<file path="config.mk">
export PLATFORM = sky130hd
export DESIGN_NAME = user_io_top
export DESIGN_NICKNAME = d
export VERILOG_FILES = /design/src/io_pkg.sv /design/src/byte_fifo.sv /design/src/cmd_decoder.sv /design/src/reply_mux.sv /design/src/spi_frame.sv /design/src/user_io_top.sv
export VERILOG_INCLUDE_DIRS = /design/src /design/src/src
export SDC_FILE = /design/constraint.sdc
export NUM_CORES = 1
export LEC_CHECK = 0
export BUFFER_PORTS_ARGS = -buffer_cell sky130_fd_sc_hd__buf_2
export CELL_PAD_IN_SITES_DETAIL_PLACEMENT = 1
export CELL_PAD_IN_SITES_GLOBAL_PLACEMENT = 1
export CORE_ASPECT_RATIO = 1.1
export CORE_MARGIN = 10
export CORE_UTILIZATION = 35
export CTS_BUF_LIST = sky130_fd_sc_hd__clkbuf_4 sky130_fd_sc_hd__clkbuf_8
export CTS_CLUSTER_DIAMETER = 120
export CTS_CLUSTER_SIZE = 20
export DETAILED_ROUTE_END_ITERATION = 7
export PLACE_DENSITY_LB_ADDON = 0.2
export SKIP_LAST_GASP = 1
export SYNTH_ARGS = -nofsm -noshare
export SYNTH_HDL_FRONTEND = slang
export SYNTH_SLANG_ARGS = --single-unit
</file>
<file path="constraint.sdc">
create_clock -name spi_sck -period 5.4 [get_ports spi_sck]
set_input_delay 1.35 -clock spi_sck [delete_from_list [all_inputs] [get_ports spi_sck]]
set_output_delay 1.35 -clock spi_sck [all_outputs]
set_load 0.03 [all_outputs]
</file>
<file path="src/io_defines.svh">
// shared constants for the i/o controller
// core type byte, input queue depth and the configuration string
`ifndef IO_DEFINES_SVH
`define IO_DEFINES_SVH

// core type sent back while the opcode byte shifts in
// a4 marks an 8 bit core
`define IO_CORE_TYPE 8'ha4

// log2 of the keyboard and mouse queue depth
// one slot stays empty, so 3 gives seven usable entries
`define IO_QUEUE_BITS 3

// menu description read by the io controller with cmd_conf_rd
// IO_CONF_LEN has to match the string length in bytes
`define IO_CONF_STR "RETRO;;O2,Scanlines,Off,On;T1,Reset"
`define IO_CONF_LEN 35

`endif

</file>
<file path="src/io_pkg.sv">
// types shared by the i/o controller blocks
// opcode enum, received spi byte, input state and queue beat
package io_pkg;

	// opcodes sent by the io controller as the first byte of a transfer
	typedef enum logic [7:0] {
		cmd_but_sw    = 8'h01,
		cmd_joy0      = 8'h02,
		cmd_joy1      = 8'h03,
		cmd_mouse     = 8'h04,
		cmd_kbd       = 8'h05,
		cmd_conf_rd   = 8'h14,
		cmd_status    = 8'h15,
		cmd_analog    = 8'h1a,
		cmd_serial_rd = 8'h1b
	} io_cmd_e;

	// one byte off mosi with its position in the transfer
	// index saturates at 255, the opcode has index 0
	typedef struct packed {
		logic [7:0] data;
		logic [7:0] index;
		logic       valid;
	} spi_byte_t;

	// everything the host sets for the core
	// analog sticks carry x in the high byte
	typedef struct packed {
		logic [1:0]  buttons;
		logic [1:0]  switches;
		logic        scandoubler_disable;
		logic [7:0]  joystick_0;
		logic [7:0]  joystick_1;
		logic [15:0] joystick_analog_0;
		logic [15:0] joystick_analog_1;
	} input_state_t;

	// byte beat on a queue port, ready runs as its own wire
	typedef struct packed {
		logic [7:0] data;
		logic       valid;
	} queue_beat_t;

endpackage

</file>
<file path="src/byte_fifo.sv">
// byte queue with valid/ready on both sides
// circular buffer, one slot kept free, flush clears the pointers
`timescale 1ns/1ns
`include "io_defines.svh"

module byte_fifo #(
	parameter int DEPTH_BITS = `IO_QUEUE_BITS
) (
	input  logic                spi_sck,
	input  logic                flush,
	input  io_pkg::queue_beat_t in_beat,
	output logic                in_ready,
	output io_pkg::queue_beat_t out_beat,
	input  logic                out_ready
);

	logic [7:0]            mem [2**DEPTH_BITS];
	logic [DEPTH_BITS-1:0] wr_ptr;
	logic [DEPTH_BITS-1:0] rd_ptr;
	// bytes held, wraps with the pointers
	logic [DEPTH_BITS-1:0] count;

	assign count = wr_ptr - rd_ptr;

	// full at depth minus one so equal pointers always mean empty
	assign in_ready       = (count != {DEPTH_BITS{1'b1}});
	assign out_beat.valid = (count != '0);
	assign out_beat.data  = mem[rd_ptr];

	// pointers only come back to zero through a flush
	always_ff @(posedge spi_sck) begin
		if (flush) begin
			wr_ptr <= '0;
			rd_ptr <= '0;
		end else begin
			if (in_beat.valid && in_ready)
				wr_ptr <= wr_ptr + 1'b1;
			if (out_beat.valid && out_ready)
				rd_ptr <= rd_ptr + 1'b1;
		end
	end

	// storage, no reset
	always_ff @(posedge spi_sck) begin
		if (in_beat.valid && in_ready && !flush)
			mem[wr_ptr] <= in_beat.data;
	end

endmodule

</file>
<file path="src/cmd_decoder.sv">
// command decoder for host writes
// opcode latch, input state and status registers
// keyboard and mouse queue pushes
`timescale 1ns/1ns

module cmd_decoder (
	input  logic                 spi_sck,
	input  logic                 SPI_SS_IO,
	input  io_pkg::spi_byte_t    rx,
	output io_pkg::io_cmd_e      cmd,
	output io_pkg::input_state_t state,
	output logic [7:0]           status,
	output io_pkg::queue_beat_t  kbd_in,
	input  logic                 kbd_in_ready,
	output io_pkg::queue_beat_t  mouse_in,
	input  logic                 mouse_in_ready
);

	import io_pkg::*;

	// any byte after the opcode
	logic       payload;
	// analog stick selected by byte 1 of an analog write
	logic [7:0] stick_idx;

	assign payload = rx.valid && (rx.index != 8'd0);

	// opcode latch, cleared between transfers
	always_ff @(posedge spi_sck or posedge SPI_SS_IO) begin
		if (SPI_SS_IO)
			cmd <= cmd_but_sw;
		else if (rx.valid && (rx.index == 8'd0))
			cmd <= io_cmd_e'(rx.data);
	end

	// settings live across transfers, the chip select must not clear them
	always_ff @(posedge spi_sck) begin
		if (payload) begin
			case (cmd)
				cmd_but_sw: begin
					state.buttons             <= rx.data[1:0];
					state.switches            <= rx.data[3:2];
					state.scandoubler_disable <= rx.data[4];
				end
				cmd_joy0:   state.joystick_0 <= rx.data;
				cmd_joy1:   state.joystick_1 <= rx.data;
				cmd_status: status <= rx.data;
				cmd_analog: begin
					if (rx.index == 8'd1) begin
						stick_idx <= rx.data;
					end else if (rx.index == 8'd2) begin
						// x axis
						if (stick_idx == 8'd0)
							state.joystick_analog_0[15:8] <= rx.data;
						else if (stick_idx == 8'd1)
							state.joystick_analog_1[15:8] <= rx.data;
					end else if (rx.index == 8'd3) begin
						// y axis
						if (stick_idx == 8'd0)
							state.joystick_analog_0[7:0] <= rx.data;
						else if (stick_idx == 8'd1)
							state.joystick_analog_1[7:0] <= rx.data;
					end
				end
				default: ;
			endcase
		end
	end

	// the host cannot be held off, so a byte for a full queue is dropped
	// pushes land on the same edge as the setting writes
	assign kbd_in.data    = rx.data;
	assign kbd_in.valid   = payload && (cmd == cmd_kbd) && kbd_in_ready;
	assign mouse_in.data  = rx.data;
	assign mouse_in.valid = payload && (cmd == cmd_mouse) && mouse_in_ready;

endmodule

</file>
<file path="src/reply_mux.sv">
// reply byte selection for host reads
// configuration string and serial flag/data interleave
`timescale 1ns/1ns
`include "io_defines.svh"

module reply_mux (
	input  io_pkg::spi_byte_t   rx,
	input  io_pkg::io_cmd_e     cmd,
	input  logic                load,
	output logic [7:0]          next_byte,
	input  io_pkg::queue_beat_t serial_head,
	output logic                serial_pop
);

	import io_pkg::*;

	// first character sits in the top byte
	localparam logic [8*`IO_CONF_LEN-1:0] conf_str = `IO_CONF_STR;

	// command in force for the byte being prepared
	io_cmd_e    cur_cmd;
	// number of the reply byte that follows, 1 after the opcode
	logic [8:0] slot;

	always_comb begin
		// opcode is not latched yet while it is still in rx
		cur_cmd    = (rx.index == 8'd0) ? io_cmd_e'(rx.data) : cmd;
		slot       = {1'b0, rx.index} + 9'd1;
		next_byte  = 8'h00;
		serial_pop = 1'b0;
		case (cur_cmd)
			cmd_conf_rd: begin
				// string runs out into zeros
				if (slot <= 9'(`IO_CONF_LEN))
					next_byte = conf_str[8 * (`IO_CONF_LEN - int'(slot)) +: 8];
			end
			cmd_serial_rd: begin
				if (slot[0]) begin
					// flag byte, bit 0 tells the host data follows
					next_byte = {7'b1000000, serial_head.valid};
				end else begin
					if (serial_head.valid)
						next_byte = serial_head.data;
					// pop only when the head actually goes out
					serial_pop = load && serial_head.valid;
				end
			end
			default: ;
		endcase
	end

endmodule

</file>
<file path="src/spi_frame.sv">
// spi mode 0 framing for the i/o controller
// bit and byte counters, mosi deserializer, miso serializer
`timescale 1ns/1ns
`include "io_defines.svh"

module spi_frame (
	input  logic              spi_sck,
	input  logic              SPI_SS_IO,
	input  logic              spi_mosi,
	output logic              spi_miso,
	output io_pkg::spi_byte_t rx,
	input  logic [7:0]        next_byte,
	output logic              load
);

	// bit position within the current byte
	logic [2:0] bit_cnt;
	// byte position within the transfer, sticks at 255
	logic [7:0] byte_cnt;
	// first seven bits of the byte being received
	logic [6:0] sbuf;
	logic       rx_valid;
	logic [7:0] rx_data;
	logic [7:0] rx_index;
	// reply byte currently on its way out
	logic [7:0] tx_byte;

	always_ff @(posedge spi_sck or posedge SPI_SS_IO) begin
		if (SPI_SS_IO) begin
			bit_cnt  <= 3'd0;
			byte_cnt <= 8'd0;
			rx_valid <= 1'b0;
		end else begin
			bit_cnt <= bit_cnt + 3'd1;
			// one cycle pulse after the eighth bit
			rx_valid <= (bit_cnt == 3'd7);
			if ((bit_cnt == 3'd7) && (byte_cnt != 8'd255))
				byte_cnt <= byte_cnt + 8'd1;
		end
	end

	// msb first shift, the last bit goes straight into the byte
	always_ff @(posedge spi_sck) begin
		sbuf <= {sbuf[5:0], spi_mosi};
		if (bit_cnt == 3'd7) begin
			rx_data  <= {sbuf, spi_mosi};
			rx_index <= byte_cnt;
		end
	end

	assign rx = '{data: rx_data, index: rx_index, valid: rx_valid};

	// reply byte is taken in the cycle the received byte is valid
	assign load = rx_valid;

	// miso changes on falling edges so the host samples it on rising ones
	// the idle high level doubles as bit 7 of the core type
	always_ff @(negedge spi_sck or posedge SPI_SS_IO) begin
		if (SPI_SS_IO) begin
			tx_byte  <= `IO_CORE_TYPE;
			spi_miso <= 1'b1;
		end else if (load) begin
			tx_byte  <= next_byte;
			spi_miso <= next_byte[7];
		end else begin
			spi_miso <= tx_byte[~bit_cnt];
		end
	end

endmodule

</file>
<file path="src/user_io_top.sv">
// i/o controller spi slave, top level
// spi framing, command decoder, reply selection
// keyboard, mouse and serial queues
`timescale 1ns/1ns
`include "io_defines.svh"

module user_io_top (
	input  logic                 spi_sck,
	input  logic                 SPI_SS_IO,
	input  logic                 spi_mosi,
	output logic                 spi_miso,
	output io_pkg::input_state_t state,
	output logic [7:0]           status,
	output io_pkg::queue_beat_t  kbd_out,
	input  logic                 kbd_ready,
	output io_pkg::queue_beat_t  mouse_out,
	input  logic                 mouse_ready,
	input  io_pkg::queue_beat_t  serial_in,
	output logic                 serial_ready
);

	import io_pkg::*;

	// serial queue is deeper, the host polls it less often
	localparam int SERIAL_QUEUE_BITS = 4;

	spi_byte_t   rx;
	logic        load;
	logic [7:0]  next_byte;
	io_cmd_e     cmd;
	queue_beat_t kbd_in;
	logic        kbd_in_ready;
	queue_beat_t mouse_in;
	logic        mouse_in_ready;
	queue_beat_t serial_head;
	logic        serial_pop;
	logic        flush;

	// status bit 0 is the controller's core reset and holds all queues empty
	assign flush = status[0];

	spi_frame u_frame (
		.spi_sck   (spi_sck),
		.SPI_SS_IO (SPI_SS_IO),
		.spi_mosi  (spi_mosi),
		.spi_miso  (spi_miso),
		.rx        (rx),
		.next_byte (next_byte),
		.load      (load)
	);

	cmd_decoder u_decoder (
		.spi_sck        (spi_sck),
		.SPI_SS_IO      (SPI_SS_IO),
		.rx             (rx),
		.cmd            (cmd),
		.state          (state),
		.status         (status),
		.kbd_in         (kbd_in),
		.kbd_in_ready   (kbd_in_ready),
		.mouse_in       (mouse_in),
		.mouse_in_ready (mouse_in_ready)
	);

	reply_mux u_reply (
		.rx          (rx),
		.cmd         (cmd),
		.load        (load),
		.next_byte   (next_byte),
		.serial_head (serial_head),
		.serial_pop  (serial_pop)
	);

	// host to core keyboard bytes
	byte_fifo #(.DEPTH_BITS(`IO_QUEUE_BITS)) u_kbd_fifo (
		.spi_sck   (spi_sck),
		.flush     (flush),
		.in_beat   (kbd_in),
		.in_ready  (kbd_in_ready),
		.out_beat  (kbd_out),
		.out_ready (kbd_ready)
	);

	// host to core mouse bytes
	byte_fifo #(.DEPTH_BITS(`IO_QUEUE_BITS)) u_mouse_fifo (
		.spi_sck   (spi_sck),
		.flush     (flush),
		.in_beat   (mouse_in),
		.in_ready  (mouse_in_ready),
		.out_beat  (mouse_out),
		.out_ready (mouse_ready)
	);

	// core to host serial bytes, drained by cmd_serial_rd
	byte_fifo #(.DEPTH_BITS(SERIAL_QUEUE_BITS)) u_serial_fifo (
		.spi_sck   (spi_sck),
		.flush     (flush),
		.in_beat   (serial_in),
		.in_ready  (serial_ready),
		.out_beat  (serial_head),
		.out_ready (serial_pop)
	);

endmodule

</file>
Yosys cells after proc, flatten, opt, wreduce, memory -nomap -nowiden

Memories as Yosys holds them, arrays and structs flattened. A register that Yosys moved wholly into a read port is not among the register bits.
Index checks and enable logic that the tools add are counted.

Flip-flop bits (word level): 141
Bits in writable memories: 256
Input bits: 14
Output and inout bits: 81
Memories: 3

Add/subtract/negate cells: 13
Order comparisons: 2
Equal/unequal tests: 18
Shifts and indexed selects: 1
Multiplexer cells: 22
Bitwise logic cells: 4
Reductions and logical operators: 33

Memory list:

| name              | depth | bits a word | read ports | clocked after memory_dff | write ports | line            | source |
|---|---|---|---|---|---|---|---|
| u_serial_fifo.mem | 16    | 8           | 1          | 1                        | 1           | byte_fifo.sv:17 | `logic [7:0] mem [2**DEPTH_BITS];` |
| u_kbd_fifo.mem    | 8     | 8           | 1          | 1                        | 1           | byte_fifo.sv:17 |  |
| u_mouse_fifo.mem  | 8     | 8           | 1          | 1                        | 1           | byte_fifo.sv:17 |  |

Operators with widths:

| operator                  | count |
|---|---|
| $shiftx 280x32->8 const A | 1 |
| $eq 8x2->1 const B        | 4 |
| $eq 8x5->1 const B        | 4 |
| $mux 8                    | 4 |
| $eq 8x1->1 const B        | 3 |
| $logic_and 1x1->1         | 17 |
| $eq 8x3->1 const B        | 2 |
| $logic_not 8->1           | 2 |
| $pmux 8 s2                | 1 |
| $add 3x1->3 const B       | 5 |
| $mux 3                    | 4 |
| $reduce_and 6->1          | 2 |
| $mux 1                    | 10 |
| $sub 6x9->10 const A      | 1 |
| $add 8x1->9 const B       | 1 |
| $le 9x6->1 const B        | 1 |
| $add 4x1->4 const B       | 2 |
| $add 8x1->8 const B       | 1 |
| $mux 4                    | 2 |
| $ne 8x8->1 const B        | 1 |
| $reduce_and 2->1          | 4 |
| $reduce_bool 8->1         | 1 |
| $reduce_and 7->1          | 1 |
| $ne 3x3->1 const B        | 2 |
| 13 further kinds          | 17 |

Logic depth before layout (Yosys ltp)

Gate-level depths: netlist of run 1.

Depth after elaboration: 8
Gate-level depth with buffers: 14
Depth with buffers taken out: 11

Cells and area by module

Synthesis of run 1 repeated with hierarchy kept, for this count alone.

Cell total of the unflattened synthesis: 993
Area total of the unflattened synthesis: 17170.2 µm²

Modules (own cells, without submodules):

| module                      | times used | cells each | area an instance (µm²) |
|---|---|---|---|
| byte_fifo at u_kbd_fifo ... | 2          | 156        | 2995.4 |
| byte_fifo at u_serial_fifo  | 1          | 298        | 5863.1 |
| cmd_decoder                 | 1          | 137        | 2776.4 |
| spi_frame                   | 1          | 98         | 1581.5 |
| reply_mux                   | 1          | 148        | 958.4 |

==> run summary, run 1 <==
worst-path maximum fanout: 8
cell leakage power: 6.13 nW
cell count after placement: 1638
largest net degree at the start of global routing: 38
CTS Hold Bufs: 0
Yosys warnings: 0
worst min-delay path category: flop to flop
Final Max Tran Viols: 0
starting density of the core: 35.2%
outcome: complete, no violations
first-pass GRT wire length: 56600 um
Core Box Area: 46500 sq um
Max Clock Skew: 0.0705 ns
Worst R2R End: u_frame.tx_byte[2]
setup TNS: 0 ns
drt wl/cell: 21.9 um
# setup viols final: 0
Routed Antenna Nets: 0
DR vias/cell: 5.00
Clock Tree Buf Depth: 3
setup ws final: 0.0215 ns
DP HPWL: 25600 um
Cell Area, Synth: 16400 sq um
via count: 8483
crit path kind: flop to flop
reg-to-reg slack, setup: 0.02 ns
CP startpoint kind: flop
CP Launch Point: u_frame.rx_index[0]
worst-skew pair later-pin latency: 0.63 ns
Layout Cells excl Fill: 1698
max incr delay on CP: 0.49 ns
DP Worst Slack: 0.0632 ns
RSZ-0062 raised after global routing: true
reg2reg start: u_frame.rx_index[0]
initial antenna violation count: 0
Sink Count: 407
most frequent cell after synthesis: edfxtp_1
number of I/O pins: 95
ys flop type: edfxtp_1
Netlist cell types: 73
Slew HR: 28.9%
Slew @ Worst Pin: 1.06 ns
area delta synth->final: 13.6%
top cells by count, synth: 341 x edfxtp_1, 74 x mux4_2, 65 x nor2_1, 37 x dfxtp_1, 34 x nand2_1
required time worst endpoint: 3.25 ns
DIE HEIGHT: 247 um
routability cong.: 0.803
EDFF count, synth: 341
asr flop ratio synth: 7.13%
TritonCTS buffer count: 24
maxcap violations: 0
I/O Buffers: 94
num rows: 83
CTS H-tree depth: 1
# diodes: 0
share of layout cells above drive strength 1: 31.7%
share of the synthesized area in the top cell type: 62.5%
initial drt markers: 479
Pre-Repair DR Iteration Count: 4
largest cells by area after synthesis: edfxtp_1 62%, mux4_2 10%, dfxtp_1 4.5%
clock-pin slew on the worst setup and hold paths: 0.12 ns
sequential-to-total area share from yosys stat: 71.5%
Crit-path slowest cell: edfxtp_1
R2R depth: 12
CTS tree: built
Placed Area: 17900 sq um
crit path to: u_frame.tx_byte[2]
Avg Cell Area, Syn: 17.4 sq um
post-synth top area cell: edfxtp_1
DRC: 0
fin nets: 1124
Yosys reg bits: 407
Arrival @ worst endpoint: 3.22 ns
Die Width: 226 um
Final Hold Viols: 0
Final Instance Area: 18600 sq um
number of fill cells: 4664
grt total ovfl: 0
final WL: 37200 um
Worst Setup End Kind: flop
Syn Nets: 980
P per Cell Area: 292 nW/um^2
vias in the first global route: 9157
Mapped Cells: 941
root buf cell: clkbuf_8
die area: 55900 sq um
overall global routing resource usage: 13.2%
sequence of cells on the critical path: ha_4 > xor2_4 > inv_2 > ha_4 > xnor2_4 > buf_6 > xnor2_4 > buf_6 > a21oi_4 > a2111oi_2 > o21ai_1 > a31o_2
Max IR drop VDD: 215 uV
==> logic make-up (layout without fill, tap and decap cells) <==
| group | Yosys count | count (layout) | share of synthesized area, % |
|---|---|---|---|
| AO/OA/AOI/OAI | 83 | 83 | 3.29 |
| XOR/XNOR | 37 | 37 | 1.98 |
| adder cells (fa/ha/maj) | 25 | 25 | 2.05 |
| buffers and inverters | 70 | 232 | 1.85 |
| flip-flops | 407 | 407 | 71.5 |
| multiplexers | 105 | 105 | 12.3 |
| AND/OR/NAND/NOR | 214 | 214 | 7.12 |
==> repair_timing <==
action                     CTS  global route
pin swaps                    0            11
resized for setup            3            25
setup endpoints to repair    2             8
hold endpoints to repair     0             0
buffers inserted             0            13
==> metal layers <==
layer	up-vias	track usage, %	routed length [um]
met2	112	24.1	20000
li1	3930	-	-
met5	-	0	0
met3	38	1.85	1280
met4	0	2.78	577
met1	4403	16.2	15400
==> cell usage in the layout, fill, tap and decap left out, types with 3 or more instances in the layout <==
master	Yosys	final
nand4_1	7	7
dfrtp_1	19	19
dfrtn_1	5	5
fa_1	3	3
nor3_2	2	3
nand3b_1	5	5
nor4_1	6	5
or2_2	6	6
mux2_2	26	26
and3_1	6	6
mux4_2	74	74
clkbuf_4	0	10
o21ai_0	23	19
nor4b_2	5	4
nand3_1	16	16
ha_1	22	20
dfstp_2	5	5
o211ai_1	3	3
buf_2	6	93
xnor2_1	19	16
inv_1	24	34
nor2b_1	5	5
a21oi_1	25	22
buf_6	2	4
buf_4	4	59
mux2i_1	5	5
nand2b_1	11	10
nor3b_1	4	3
o21ai_1	0	4
xor2_1	18	14
o31ai_1	4	4
nand2_1	34	32
nor3_1	17	16
dfxtp_1	37	36
or3_1	7	7
edfxtp_1	341	341
clkbuf_8	0	25
nor2_1	65	65
==> worst max-delay path, delay by kind of cell (launching register included) <==
family	cells	cell delay, ns
xor gates and xnor gates	3	0.59
DFF	1	0.49
buffers and inverters	3	0.36
adders and majority gates	2	0.41
AOI/OAI and AO/OA	4	0.76
==> metrics by stage <==
step	total power [mW]	hold WS, ns	utilization, %
finish	5.44	0.359	40.0
global placement	4.06	0.333	38.5
CTS	5.53	0.362	39.5
detailed placement	4.07	0.340	38.5
global route	5.68	0.369	40.0
floorplan	3.90	0.327	-
==> worst min-delay path by stage <==
stage | start | to | slack [ns] | cells after the start
2_1_floorplan | u_frame.sbuf[0] | u_frame.sbuf[1] | 0.33 | 0
3_3_place_gp | u_frame.sbuf[4] | u_frame.sbuf[5] | 0.33 | 0
3_5_place_dp | u_frame.sbuf[1] | u_frame.sbuf[2] | 0.34 | 0
4_1_cts | u_frame.sbuf[1] | u_frame.sbuf[2] | 0.36 | 0
5_1_grt | u_frame.sbuf[3] | u_frame.sbuf[4] | 0.37 | 0
6_report | u_frame.sbuf[3] | u_frame.sbuf[4] | 0.36 | 0
==> layout make-up <==
cell class / instances / area [sq um] / area share, %
Sequential cell: 407 / 11700 / 62.9
Multi-Input combinational cell: 464 / 4590 / 24.7
Timing Repair Buffer: 158 / 993 / 5.33
Tap cell: 595 / 744 / 4.00
Clock buffer: 35 / 419 / 2.25
Inverter: 26 / 100 / 0.538
Clock inverter: 13 / 57.6 / 0.309
==> power by group <==
part | leakage (nW) | switching, mW | total [mW] | internal (mW)
combinational | 2.12 | 0.296 | 0.527 | 0.231
clock | 0.294 | 0.953 | 1.47 | 0.513
sequential | 3.72 | 0.0481 | 3.45 | 3.40
total | 6.13 | 1.30 | 5.44 | 4.14
==> sequential cells by signal (all words and copies together), names as in the netlist, 7 cells and up, named ones only <==
register,cells
u_decoder.cmd,8
u_decoder.state,53
u_decoder.status,8
u_decoder.stick_idx,8
u_frame.byte_cnt,8
u_frame.rx_data,8
u_frame.rx_index,8
u_frame.sbuf,7
u_frame.tx_byte,8
u_kbd_fifo.mem,64
u_mouse_fifo.mem,64
u_serial_fifo.mem,128
No activity file was read; power rests on OpenSTA's default activity.
==> run 2, diff against run 1 <==
--- a/config.mk
+++ b/config.mk
@@ -17,6 +17,7 @@
 export CTS_CLUSTER_SIZE = 20
 export DETAILED_ROUTE_END_ITERATION = 7
 export PLACE_DENSITY_LB_ADDON = 0.2
+export SETUP_SLACK_MARGIN = 0.15
 export SKIP_LAST_GASP = 1
 export SYNTH_ARGS = -nofsm -noshare
 export SYNTH_HDL_FRONTEND = slang
==> run 2 against run 1 <==
Compared with the run above:
- first-iteration DRC count fell by 1.7%
- global-route usage is 0.24 points higher
- non-clock buffer count up 5
- critical endpoint is now spi_miso
==> run summary, run 2 (same netlist as run 1, synthesis figures left out) <==
reg-to-reg slack, setup: 0.10 ns (was 0.02 ns)
Internal: 4.24 mW (was 4.14 mW)
Switch Pwr: 1.30 mW (about the same)
Arrival @ worst endpoint: 4.03 ns (was 3.22 ns)
Routed Antenna Nets: 0 (unchanged)
CTS Hold Bufs: 0 (unchanged)
Die Width: 226 um (unchanged)
drt wl/cell: 22.1 um (was 21.9 um)
DP HPWL: 25300 um (was 25600 um)
first-pass GRT wire length: 57600 um (was 56600 um)
DIE HEIGHT: 247 um (unchanged)
Slew @ Worst Pin: 1.16 ns (was 1.06 ns)
Max Clock Skew: 0.0725 ns (was 0.0705 ns)
Top reg by flops: u_serial_fifo.mem (unchanged)
Largest regs: u_serial_fifo.mem x128, u_kbd_fifo.mem x64, u_mouse_fifo.mem x64 (unchanged)
share of layout cells above drive strength 1: 34.6% (was 31.7%)
final WL: 37600 um (was 37200 um)
delay-heaviest family, CP: flip-flops (was compound AO/OA/AOI/OAI gates)
sequential power share: 62.2% (was 63.4%)
die area: 55900 sq um (unchanged)
starting density of the core: 35.2% (unchanged)
largest net degree at the start of global routing: 37 (was 38)
setup TNS: 0 ns (unchanged)
CTS H-tree depth: 1 (unchanged)
Multi-input gate area: 4740 sq um (was 4590 sq um)
outcome: complete, no violations (unchanged)
Worst Hold Endpoint: u_frame.sbuf[2] (was u_frame.sbuf[4])
max incr delay on CP: 0.54 ns (was 0.49 ns)
Pre-Repair DR Iteration Count: 4 (unchanged)
post-layout util: 40.6% (was 40.0%)
CTS tree: built (unchanged)
clock-pin slew on the worst setup and hold paths: 0.13 ns (was 0.12 ns)
Sink Count: 407 (unchanged)
cell count after placement: 1635 (was 1638)
vias in the first global route: 9264 (was 9157)
worst path buffer plus inverter count: 1 (was 3)
routability cong.: 0.822 (was 0.803)
area delta synth->final: 15.1% (was 13.6%)
Layout Cells excl Fill: 1704 (was 1698)
initial drt markers: 471 (was 479)
Min-Delay Startpoint: u_frame.sbuf[1] (was u_frame.sbuf[3])
Reg area: 11700 sq um (unchanged)
crit path kind: flop to output port (was flop to flop)
Worst R2R End: u_frame.tx_byte[6] (was u_frame.tx_byte[2])
Crit-path slowest cell: dfstp_2 (was edfxtp_1)
Worst Setup End Kind: output port (was flop)
worst-path maximum fanout: 1 (was 8)
Slew HR: 22.8% (was 28.9%)
R2R depth: 11 (was 12)
number of I/O pins: 95 (unchanged)
total power: 5.54 mW (was 5.44 mW)
root buf cell: clkbuf_8 (unchanged)
DR vias/cell: 5.02 (was 5.00)
# setup viols final: 0 (unchanged)
required time worst endpoint: 4.05 ns (was 3.25 ns)
reg2reg start: u_frame.rx_index[0] (unchanged)
cell leakage power: 6.21 nW (was 6.13 nW)
overall global routing resource usage: 13.4% (was 13.2%)
number of fill cells: 4642 (was 4664)
Max IR drop VDD: 235 uV (was 215 uV)
maxcap violations: 0 (unchanged)
via count: 8556 (was 8483)
part of the power in combinational logic: 9.5% (was 9.7%)
I/O Buffers: 94 (unchanged)
Hold Path Stages: 0 (unchanged)
RSZ-0062 raised after global routing: true (unchanged)
CP startpoint kind: flop (unchanged)
sequence of cells on the critical path: buf_6 (was ha_4 > xor2_4 > inv_2 > ha_4 > xnor2_4 > buf_6 > xnor2_4 > buf_6 > a21oi_4 > a2111oi_2 > o21ai_1 > a31o_2)
DRC: 0 (unchanged)
clock share of power: 28.3% (was 27.0%)
Sw Share: 23.5% (was 23.8%)
worst min-delay path category: flop to flop (unchanged)
fin nets: 1129 (was 1124)
Clock Tree Buf Depth: 3 (unchanged)
TritonCTS buffer count: 24 (unchanged)
leading cell type in the layout, fill and taps excluded: edfxtp_1 (unchanged)
Final Hold Viols: 0 (unchanged)
grt total ovfl: 0 (unchanged)
max FFs per register: 128 (unchanged)
initial antenna violation count: 1 (was 0)
Core Box Area: 46500 sq um (unchanged)
num rows: 83 (unchanged)
Final Max Tran Viols: 0 (unchanged)
commonest non-fill, non-tap cells in the layout: 341 x edfxtp_1, 93 x buf_2, 74 x mux4_2 (unchanged)
worst-skew pair later-pin latency: 0.65 ns (was 0.63 ns)
P per Cell Area: 294 nW/um^2 (was 292 nW/um^2)
[run 2: changes by cell type in the layout (fill, tap and decap cells not counted), moves of 2 or more]
cell / before / now
o21ai_0: 19 / 13
nand3_1: 16 / 13
a21oi_1: 22 / 18
buf_6: 4 / 8
inv_1: 34 / 27
o21ai_1: 4 / 8
nor2_1: 65 / 63
a21oi_2: 2 / 7
nand3_2: 0 / 2
clkbuf_4: 10 / 17
[run 2: area by class of cell]
| class | instances | area share [%] |
|---|---|---|
| Inverter | 26 | 0.530 |
| Clock inverter | 6 | 0.298 |
| Tap cell | 595 | 3.94 |
| Clock buffer | 42 | 2.50 |
| Sequential cell | 407 | 62.1 |
| Multi-Input combinational cell | 464 | 25.1 |
| Antenna cell | 1 | 0.0133 |
| Timing Repair Buffer | 163 | 5.54 |
[run 2: worst max path at each step]
stage | startpoint | to | slack, ns | cells after the start
3_3_place_gp | u_frame.rx_index[1] | u_frame.tx_byte[1] | 0.15 | 12
2_1_floorplan | u_frame.rx_index[1] | u_frame.tx_byte[2] | -0.07 | 13
5_1_grt | u_frame.spi_miso | spi_miso | -0.06 | 1
6_report | u_frame.spi_miso | spi_miso | 0.02 | 1
3_5_place_dp | u_frame.rx_index[1] | u_frame.tx_byte[6] | 0.05 | 9
4_1_cts | u_frame.spi_miso | spi_miso | -0.03 | 1
[run 2: power by group through the flow]
stage | Clock, mW | Combinational (mW) | Sequential, mW
floorplan | 0.00576 | 0.410 | 3.48
global placement | 0.00576 | 0.533 | 3.52
finish | 1.57 | 0.528 | 3.45
CTS | 1.65 | 0.543 | 3.45
detailed placement | 0.00576 | 0.541 | 3.52
global route | 1.76 | 0.574 | 3.46
[run 2: metrics by stage]
step | hold WS (ns) | worst slack (ns) | instance area (sq um)
finish | 0.347 | 0.0237 | 18900
global route | 0.357 | -0.0575 | 18900
CTS | 0.350 | -0.0253 | 18600
detailed placement | 0.339 | 0.0527 | 17900
global placement | 0.342 | 0.147 | 17900
floorplan | 0.327 | -0.0678 | 16500
[run 2: routing by layer]
metal  vias up  global-route usage [%]  part of all wire, %
li1       3941                       -                    -
met4         0                    3.28                  1.7
met5         -                       0                    0
met3        31                    1.91                  3.4
met1      4484                    16.4                   42
met2       100                    24.5                   53
[run 2: what timing repair did]
item / 4_1_cts / 5_1_grt
gates resized for setup: 26 / 38
endpoints found under the setup margin: 8 / 8
gates cloned: 0 / 0
pin swaps: 21 / 21
buffers inserted: 13 / 8
